<file path="src/source/blockRegs_cfg.svh">
/* Configuration for the blockRegs APB register block
   Table depth, address map, bus widths and reset pattern strides */
`ifndef BLOCK_REGS_CFG_SVH
`define BLOCK_REGS_CFG_SVH

`define BLOCK_TABLE_DEPTH 32
`define BLOCK_INDEX_BITS 5

`define BLOCK_ADDR_BITS 12
`define BLOCK_DATA_BITS 32
`define BLOCK_LOCAL_BITS 8
`define BLOCK_WIDE_BITS 37

`define BLOCK_CTRL_ADDR 12'h000
`define BLOCK_STATUS_ADDR 12'h004
`define BLOCK_STAGE_ADDR 12'h008
`define BLOCK_LOCAL_BASE 12'h100
`define BLOCK_WIDE_BASE 12'h200

`define BLOCK_LOCAL_STRIDE 64'h22
`define BLOCK_WIDE_STRIDE 64'h1_0000_0001

`endif

</file>
<file path="src/source/blockRegsPkg.sv">
/* blockRegs shared types
   Entry types for the two tables and the operation and response enums */
`default_nettype none

`include "blockRegs_cfg.svh"

package blockRegsPkg;

    // Local table entry, also used for control and status
    typedef logic [`BLOCK_LOCAL_BITS-1:0] localEntry;

    typedef logic [`BLOCK_WIDE_BITS-1:0] wideEntry;

    // Bits of a wide entry above the bus word
    typedef logic [`BLOCK_WIDE_BITS-`BLOCK_DATA_BITS-1:0] wideHigh;

    typedef enum logic [3:0] {
        opNone,
        opCtrlWr,
        opCtrlRd,
        opStatusRd,
        opStageWr,
        opStageRd,
        opLocalWr,
        opLocalRd,
        opWideWr,
        opWideRd,
        opError
    } accessOp;

    typedef enum logic {
        respIdle,
        respTableWait
    } respState;

endpackage

`default_nettype wire

</file>
<file path="src/source/apbDecode.sv">
/* apbDecode
   Classifies each APB setup phase into an operation and a table index,
   then presents it for one cycle at the start of the access phase */
`include "blockRegs_cfg.svh"
`timescale 1ns/1ps
`default_nettype none

module apbDecode (
    input  logic                          clk,
    input  logic                          rst_n,
    input  logic                          psel,
    input  logic                          penable,
    input  logic                          pwrite,
    input  logic [`BLOCK_ADDR_BITS-1:0]   paddr,
    input  logic [`BLOCK_DATA_BITS-1:0]   pwdata,
    output logic                          opValid,
    output blockRegsPkg::accessOp         opCode,
    output logic [`BLOCK_INDEX_BITS-1:0]  tableIndex,
    output logic [`BLOCK_DATA_BITS-1:0]   writeData
);

    // One word per entry, so a window spans index bits plus byte offset
    localparam int WindowShift = `BLOCK_INDEX_BITS + 2;

    logic                  setupPhase;
    logic                  aligned;
    logic                  localHit;
    logic                  wideHit;
    blockRegsPkg::accessOp nextOp;

    assign setupPhase = psel && !penable;
    assign aligned = (paddr[1:0] == 2'b00);
    assign localHit = (paddr >> WindowShift) == (`BLOCK_LOCAL_BASE >> WindowShift);
    assign wideHit = (paddr >> WindowShift) == (`BLOCK_WIDE_BASE >> WindowShift);

    always_comb begin
        nextOp = blockRegsPkg::opError;
        if (aligned) begin
            if (localHit) begin
                nextOp = pwrite ? blockRegsPkg::opLocalWr : blockRegsPkg::opLocalRd;
            end else if (wideHit) begin
                nextOp = pwrite ? blockRegsPkg::opWideWr : blockRegsPkg::opWideRd;
            end else begin
                case (paddr)
                    `BLOCK_CTRL_ADDR: begin
                        nextOp = pwrite ? blockRegsPkg::opCtrlWr : blockRegsPkg::opCtrlRd;
                    end
                    `BLOCK_STATUS_ADDR: begin
                        // Status is read only
                        nextOp = pwrite ? blockRegsPkg::opError : blockRegsPkg::opStatusRd;
                    end
                    `BLOCK_STAGE_ADDR: begin
                        nextOp = pwrite ? blockRegsPkg::opStageWr : blockRegsPkg::opStageRd;
                    end
                    default: begin
                        nextOp = blockRegsPkg::opError;
                    end
                endcase
            end
        end
    end

    // Setup lasts exactly one cycle, so opValid is a single pulse
    always_ff @(posedge clk or negedge rst_n) begin
        if (!rst_n) begin
            opValid <= 1'b0;
            opCode <= blockRegsPkg::opNone;
        end else begin
            opValid <= setupPhase;
            if (setupPhase) begin
                opCode <= nextOp;
            end
        end
    end

    always_ff @(posedge clk or negedge rst_n) begin
        if (!rst_n) begin
            tableIndex <= '0;
            writeData <= '0;
        end else if (setupPhase) begin
            tableIndex <= paddr[WindowShift-1:2];
            writeData <= pwdata;
        end
    end

endmodule

`default_nettype wire

</file>
<file path="src/source/tableMemory.sv">
/* tableMemory
   Single-port table with a registered read port
   Reset loads entry i with i times InitStride, cut to the entry width */
`include "blockRegs_cfg.svh"
`timescale 1ns/1ps
`default_nettype none

module tableMemory #(
    parameter int          DataWidth  = `BLOCK_LOCAL_BITS,
    parameter logic [63:0] InitStride = `BLOCK_LOCAL_STRIDE
) (
    input  logic                         clk,
    input  logic                         rst_n,
    input  logic                         enable,
    input  logic                         writeEnable,
    input  logic [`BLOCK_INDEX_BITS-1:0] index,
    input  logic [DataWidth-1:0]         writeData,
    output logic [DataWidth-1:0]         readData
);

    logic [DataWidth-1:0] entries [`BLOCK_TABLE_DEPTH];

    // Read returns the entry as it was before a write in the same cycle
    always_ff @(posedge clk or negedge rst_n) begin
        if (!rst_n) begin
            for (int i = 0; i < `BLOCK_TABLE_DEPTH; i++) begin
                entries[i] <= DataWidth'(64'(i) * InitStride);
            end
            readData <= '0;
        end else if (enable) begin
            if (writeEnable) begin
                entries[index] <= writeData;
            end
            readData <= entries[index];
        end
    end

endmodule

`default_nettype wire

</file>
<file path="src/source/regExecute.sv">
/* regExecute
   Carries out decoded operations on the control, status and staging
   registers and drives the local and wide tables */
`include "blockRegs_cfg.svh"
`timescale 1ns/1ps
`default_nettype none

module regExecute (
    input  logic                          clk,
    input  logic                          rst_n,
    input  logic                          opValid,
    input  blockRegsPkg::accessOp         opCode,
    input  logic [`BLOCK_INDEX_BITS-1:0]  tableIndex,
    input  logic [`BLOCK_DATA_BITS-1:0]   writeData,
    output logic [`BLOCK_DATA_BITS-1:0]   regReadData,
    output blockRegsPkg::localEntry       localReadData,
    output logic [`BLOCK_DATA_BITS-1:0]   wideReadLow
);

    blockRegsPkg::localEntry ctrlReg;
    blockRegsPkg::localEntry writeCount;
    blockRegsPkg::wideHigh   stageReg;
    blockRegsPkg::wideEntry  wideReadData;
    blockRegsPkg::wideEntry  wideWriteData;
    logic                    localEnable;
    logic                    localWriteEnable;
    logic                    wideEnable;
    logic                    wideWriteEnable;
    logic                    wideReadPending;

    assign localEnable = opValid && (opCode == blockRegsPkg::opLocalWr ||
                                     opCode == blockRegsPkg::opLocalRd);
    assign localWriteEnable = opValid && (opCode == blockRegsPkg::opLocalWr);
    assign wideEnable = opValid && (opCode == blockRegsPkg::opWideWr ||
                                    opCode == blockRegsPkg::opWideRd);
    assign wideWriteEnable = opValid && (opCode == blockRegsPkg::opWideWr);

    // Upper bits come from staging, the bus word fills the rest
    assign wideWriteData = {stageReg, writeData};
    assign wideReadLow = wideReadData[`BLOCK_DATA_BITS-1:0];

    tableMemory #(
        .DataWidth  (`BLOCK_LOCAL_BITS),
        .InitStride (`BLOCK_LOCAL_STRIDE)
    ) localTable (
        .clk         (clk),
        .rst_n       (rst_n),
        .enable      (localEnable),
        .writeEnable (localWriteEnable),
        .index       (tableIndex),
        .writeData   (writeData[`BLOCK_LOCAL_BITS-1:0]),
        .readData    (localReadData)
    );

    tableMemory #(
        .DataWidth  (`BLOCK_WIDE_BITS),
        .InitStride (`BLOCK_WIDE_STRIDE)
    ) wideTable (
        .clk         (clk),
        .rst_n       (rst_n),
        .enable      (wideEnable),
        .writeEnable (wideWriteEnable),
        .index       (tableIndex),
        .writeData   (wideWriteData),
        .readData    (wideReadData)
    );

    always_ff @(posedge clk or negedge rst_n) begin
        if (!rst_n) begin
            ctrlReg <= '0;
            writeCount <= '0;
            stageReg <= '0;
            wideReadPending <= 1'b0;
        end else begin
            wideReadPending <= opValid && (opCode == blockRegsPkg::opWideRd);
            if (opValid && opCode == blockRegsPkg::opCtrlWr) begin
                ctrlReg <= writeData[`BLOCK_LOCAL_BITS-1:0];
            end
            // Wraps at 256
            if (localWriteEnable || wideWriteEnable) begin
                writeCount <= writeCount + 1'b1;
            end
            // Wide read data lands one cycle after the enable
            if (wideReadPending) begin
                stageReg <= wideReadData[`BLOCK_WIDE_BITS-1:`BLOCK_DATA_BITS];
            end else if (opValid && opCode == blockRegsPkg::opStageWr) begin
                stageReg <= writeData[`BLOCK_WIDE_BITS-`BLOCK_DATA_BITS-1:0];
            end
        end
    end

    always_comb begin
        case (opCode)
            blockRegsPkg::opCtrlRd:   regReadData = `BLOCK_DATA_BITS'(ctrlReg);
            blockRegsPkg::opStatusRd: regReadData = `BLOCK_DATA_BITS'(writeCount);
            blockRegsPkg::opStageRd:  regReadData = `BLOCK_DATA_BITS'(stageReg);
            default:                  regReadData = '0;
        endcase
    end

endmodule

`default_nettype wire

</file>
<file path="src/source/readResult.sv">
/* readResult
   Builds the APB response and holds table accesses for one wait state */
`include "blockRegs_cfg.svh"
`timescale 1ns/1ps
`default_nettype none

module readResult (
    input  logic                        clk,
    input  logic                        rst_n,
    input  logic                        opValid,
    input  blockRegsPkg::accessOp       opCode,
    input  logic [`BLOCK_DATA_BITS-1:0] regReadData,
    input  logic [`BLOCK_DATA_BITS-1:0] wideReadLow,
    input  blockRegsPkg::localEntry     localReadData,
    output logic [`BLOCK_DATA_BITS-1:0] prdata,
    output logic                        pready,
    output logic                        pslverr
);

    blockRegsPkg::respState      state;
    blockRegsPkg::respState      nextState;
    logic                        tableOp;
    logic [`BLOCK_DATA_BITS-1:0] readSelect;

    assign tableOp = opCode inside {blockRegsPkg::opLocalWr, blockRegsPkg::opLocalRd,
                                    blockRegsPkg::opWideWr, blockRegsPkg::opWideRd};

    always_comb begin
        nextState = state;
        case (state)
            blockRegsPkg::respIdle: begin
                if (opValid && tableOp) begin
                    nextState = blockRegsPkg::respTableWait;
                end
            end
            blockRegsPkg::respTableWait: begin
                nextState = blockRegsPkg::respIdle;
            end
            default: begin
                nextState = blockRegsPkg::respIdle;
            end
        endcase
    end

    always_ff @(posedge clk or negedge rst_n) begin
        if (!rst_n) begin
            state <= blockRegsPkg::respIdle;
        end else begin
            state <= nextState;
        end
    end

    // Registers and errors finish at once, tables after the read latency
    assign pready = (opValid && !tableOp) || (state == blockRegsPkg::respTableWait);
    assign pslverr = opValid && (opCode == blockRegsPkg::opError);

    always_comb begin
        case (opCode)
            blockRegsPkg::opLocalRd:  readSelect = `BLOCK_DATA_BITS'(localReadData);
            blockRegsPkg::opWideRd:   readSelect = wideReadLow;
            blockRegsPkg::opCtrlRd,
            blockRegsPkg::opStatusRd,
            blockRegsPkg::opStageRd:  readSelect = regReadData;
            default:                  readSelect = '0;
        endcase
    end

    // Bus data is zero outside the completing cycle
    assign prdata = pready ? readSelect : '0;

endmodule

`default_nettype wire

</file>
<file path="src/source/blockRegs.sv">
/* blockRegs top level
   APB register block with control, status, staging and two tables */
`include "blockRegs_cfg.svh"
`timescale 1ns/1ps
`default_nettype none

module blockRegs (
    input  logic                        clk,
    input  logic                        rst_n,
    input  logic                        psel,
    input  logic                        penable,
    input  logic                        pwrite,
    input  logic [`BLOCK_ADDR_BITS-1:0] paddr,
    input  logic [`BLOCK_DATA_BITS-1:0] pwdata,
    output logic [`BLOCK_DATA_BITS-1:0] prdata,
    output logic                        pready,
    output logic                        pslverr
);

    // Decoded transfer
    logic                         opValid;
    blockRegsPkg::accessOp        opCode;
    logic [`BLOCK_INDEX_BITS-1:0] tableIndex;
    logic [`BLOCK_DATA_BITS-1:0]  writeData;

    // Read sources
    logic [`BLOCK_DATA_BITS-1:0]  regReadData;
    blockRegsPkg::localEntry      localReadData;
    logic [`BLOCK_DATA_BITS-1:0]  wideReadLow;

    apbDecode apbDecodeInst (
        .clk        (clk),
        .rst_n      (rst_n),
        .psel       (psel),
        .penable    (penable),
        .pwrite     (pwrite),
        .paddr      (paddr),
        .pwdata     (pwdata),
        .opValid    (opValid),
        .opCode     (opCode),
        .tableIndex (tableIndex),
        .writeData  (writeData)
    );

    regExecute regExecuteInst (
        .clk           (clk),
        .rst_n         (rst_n),
        .opValid       (opValid),
        .opCode        (opCode),
        .tableIndex    (tableIndex),
        .writeData     (writeData),
        .regReadData   (regReadData),
        .localReadData (localReadData),
        .wideReadLow   (wideReadLow)
    );

    readResult readResultInst (
        .clk           (clk),
        .rst_n         (rst_n),
        .opValid       (opValid),
        .opCode        (opCode),
        .regReadData   (regReadData),
        .wideReadLow   (wideReadLow),
        .localReadData (localReadData),
        .prdata        (prdata),
        .pready        (pready),
        .pslverr       (pslverr)
    );

endmodule

`default_nettype wire

</file>
<file path="config.mk">
export PLATFORM = sky130hd
export DESIGN_NAME = blockRegs
export DESIGN_NICKNAME = d
export VERILOG_FILES = /design/src/source/blockRegsPkg.sv /design/src/source/apbDecode.sv /design/src/source/tableMemory.sv /design/src/source/regExecute.sv /design/src/source/readResult.sv /design/src/source/blockRegs.sv
export VERILOG_INCLUDE_DIRS = /design/src /design/src/source
export SDC_FILE = /design/constraint.sdc
export NUM_CORES = 2
export LEC_CHECK = 0
export BUFFER_PORTS_ARGS = -buffer_cell sky130_fd_sc_hd__buf_4
export CAP_MARGIN = 20
export CORE_MARGIN = 5
export CORE_UTILIZATION = 40
export CTS_BUF_LIST = sky130_fd_sc_hd__clkbuf_8
export DETAILED_ROUTE_END_ITERATION = 6
export GPL_TIMING_DRIVEN = 0
export PLACE_DENSITY = 0.56
export SYNTH_ARGS = -nofsm -noshare
export SYNTH_HDL_FRONTEND = slang
export SYNTH_HIERARCHICAL = 1
export SYNTH_SLANG_ARGS = --single-unit
export TNS_END_PERCENT = 10
</file>
<file path="constraint.sdc">
create_clock -name clk -period 5.08 [get_ports clk]
set_input_delay 0.254 -clock clk [delete_from_list [all_inputs] [get_ports clk]]
set_output_delay 0.254 -clock clk [all_outputs]
set_load 0.05 [all_outputs]
</file>
==> metrics.txt <==
status complete, but fails checks; failing checks design-rule violations; Worst EP arrival 5.24 ns; CP top delay family buffers and inverters; post-synth design cell area 72380 um2; CP startpoint kind flop; largest family of logic cells by synthesized area multiplexers; vias 47700; Clock Latency Late Sink 1.01 ns; Initial DRC Count 4052; Seq/Total Area, Yosys 54.06%; #FFs+latches synth 1550; Site Rows 156; post-synthesis compound-gate area fraction 4.303%; kind of critical path flop to flop; slowest stage delay, CP 0.95 ns; Final Max Tran Viols 0; Setup TNS 0 ns; worst hold start psel; Area growth syn-to-layout 15.31%; Antenna Nets Post-Route 0; final setup fails 0; Mapped Avg Cell Area 14.58 um2; Critical Path Most Common Cell buf_2; grt total ovfl 0; leak pwr 0.03921 uW; CP endpoint kind flop; Synth Area in Adders 0.01729%; post-synthesis mux area share 33.64%; Synth Warn # 6; worst-path fanout max 13; largest net degree at the start of global routing 168; fmax 229.3 MHz; Reg clk slew, reported paths 0.06 ns; Final Hold Viols 0; Tcrit/Tclk final 85.86%; GPL Wtd Cong 0.8700; Total GRT Usage 27.96%; fillers 16300; die width 435.4 um; port bufs 82; Detail Placement HPWL 174200 um; worst setup path start apbDecodeInst/tableIndex[2]; Async S/R FF share, synth 100.0%; TritonCTS buffer count 293; slew at the pin with the worst max-slew slack 1.285 ns; number of library cell types mapped by synthesis 101; first-pass GRT wire length 378000 um; placed cell count 7475; crit-path cells buf_2 -> buf_6 -> buf_2 -> nand4b_2 -> clkbuf_1 -> buf_8 -> o21ai_0 -> nor3_1 -> a31oi_1; worst flop-to-flop path startpoint apbDecodeInst/tableIndex[2]; worst path required time 5.96 ns; I/O pins 83; nets@finish 5547; drt drc 3; Util after Layout 46.28%; Slew headroom 14.22%; core area 180400 um2; vias per cell 5.904; power per cell area 330.3 nW/um2; most common cell after layout, fill and taps aside mux2_2; Worst Path Buf+Inv 5; slowest stage cell on the critical path dfrtp_1; Max-Cap Viols 0; Clock Path Buffers 4; Initial Utilization 40.13%; post-cts resize count 0; vias in the first global route 49210; DR WL/cell 33.27 um; most frequent cells in the layout mux2_2 (1398), dfrtp_1 (1278), clkbuf_8 (367); Gate Count Post-Synth 4966; Post-synth top flop dfrtp_1; clk sinks 1550; Post-Synth Simple-Gate Area 4.225%; share of post-route cells with drive strength above 1 48.30%; TritonCTS clock tree yes; Post-synth EDFFs 0; Die H 435.4 um; DR pass1 iterations 7; Worst VDD drop 0.0002806 V; Final min period 4.362 ns; initial antenna violation count 15; clk root buf clkbuf_8; # H-tree levels 5; Final Non-Filler Cells 8079; DIE AREA 189600 um2; RSZ-0062 raised after global routing no; worst hold path type primary input to flop; xor and xnor area share after synthesis 0.1089%; WL final 268800 um; clk_skew 0.07195 ns
## final timing paths
kind                                                         end  slack, ns  cells past startpoint
max                        regExecuteInst/wideTable/readData[20]       0.72                      9
min                                  apbDecodeInst/writeData[31]       0.11                      6
max reg2reg                regExecuteInst/wideTable/readData[20]       0.72                      9
min reg2reg                 regExecuteInst/wideTable/entries[27]       0.48                      1
max in group asynchronous  regExecuteInst/wideTable/readData[19]       2.28                      6
min in group asynchronous  regExecuteInst/wideTable/entries[294]       0.60                      3
## sequential cells by signal, summed over array words and instances (netlist names)
| name | flops |
|---|---|
| regExecuteInst/wideTable/entries | 1184 |
| regExecuteInst/ctrlReg | 8 |
| readResultInst/state | 1 |
| apbDecodeInst/writeData | 32 |
| apbDecodeInst/opCode | 4 |
| regExecuteInst/stageReg | 5 |
| regExecuteInst/wideTable/readData | 37 |
| regExecuteInst/wideReadPending | 1 |
| regExecuteInst/writeCount | 8 |
| apbDecodeInst/tableIndex | 5 |
| regExecuteInst/localTable/readData | 8 |
| apbDecodeInst/opValid | 1 |
| regExecuteInst/localTable/entries | 256 |
## worst min-delay path: cells and delay by family
| family | cells | cell delay [ns] |
|---|---|---|
| buffers and inverters | 3 | 0.53 |
| AND/OR/NAND/NOR | 3 | 0.27 |
## Yosys cell counts (all sizes together) (4+ instances only)
library cell     n  area, um2
nand3b           9      83.83
nor2           129      795.8
a2111oi          5      43.79
or4              4      37.53
and3             4      25.02
mux2          1475      16610
dfrtp         1278      31980
or4b             4      40.04
inv              9      33.78
o211ai          28      210.2
nor2b           16      100.1
and3b            6      52.55
mux4           185       4234
and2             9      56.30
nor3b            9      106.4
a32oi           10      87.58
a211oi          37      277.8
nand4            6      73.82
o22ai          121      757.0
nand4b          11      132.6
nand4bb          6      67.56
nor3            27      177.7
clkbuf         193      724.4
nand3           14      82.58
o32ai            5      43.79
dfstp          272       7147
buf            263       1873
o2111ai          4      41.29
o21ai           48      244.0
and4bb           4      50.05
a222oi           5      50.05
mux2i          350       3503
a21oi           30      150.1
nor4            21      176.4
nand2          194      780.8
a31oi           38      237.7
a22o            20      175.2
nand2b           7      46.30
a41oi           11      96.34
xnor2            8      70.07
a22oi           52      540.5
## report_power, final
| group | switching (uW) | internal [uW] |
|---|---|---|
| clock network | 5360 | 6660 |
| logic | 2060 | 724 |
| registers | 295 | 12500 |
| total | 7710 | 19900 |
## layer usage
metal	part of all wire, %	vias to the layer above	global-route usage (%)
met2	46	1910	43.28
met4	5.4	4	13.85
li1	-	19450	-
met3	7.5	612	6.425
met1	41	25720	37.13
met5	0.010	-	0
## per-stage QoR
step	setup WS (ns)	hold WS (ns)	instance area (um2)	power, uW
finish	0.7182	0.1072	83460	27570
global route	0.7709	0.08050	83440	28510
CTS	0.8894	0.0003670	83430	27840
detailed placement	0.9338	0.2602	76750	15660
global placement	-15.75	0.4539	76050	15590
floorplan	2.410	-0.04159	72470	14040
## kinds of logic (layout without fill, tap and decap cells)
| logic type | Yosys count | after routing |
|---|---|---|
| multiplexers | 2010 | 2010 |
| XOR/XNOR | 9 | 9 |
| flip-flops | 1550 | 1550 |
| other | 1 | 33 |
| AO/OA/AOI/OAI | 431 | 431 |
| AND/OR/NAND/NOR | 498 | 498 |
| adder cells (fa/ha/maj) | 1 | 1 |
| buffers and inverters | 466 | 1177 |
## layout make-up
class                   count  area (um2)  share of cell area [%]
clock inverters           131       641.9                  0.7691
plain buffers             456        2608                   3.124
inverters                  10       37.54                 0.04497
repair buffers            213        2295                   2.749
well taps                2370        2965                   3.553
diodes                      9       22.52                 0.02698
multi-input cells        2973       30710                   36.80
flip-flops and latches   1550       39130                   46.88
clock buffers             367        5051                   6.052
## repair_timing
| item | CTS | global route |
|---|---|---|
| setup endpoints to repair | 0 | 0 |
| buffers inserted | 0 | 0 |
| hold endpoints to repair | 506 | 0 |
| hold buffers | 96 | 0 |
(Power assumes the default switching activity.)
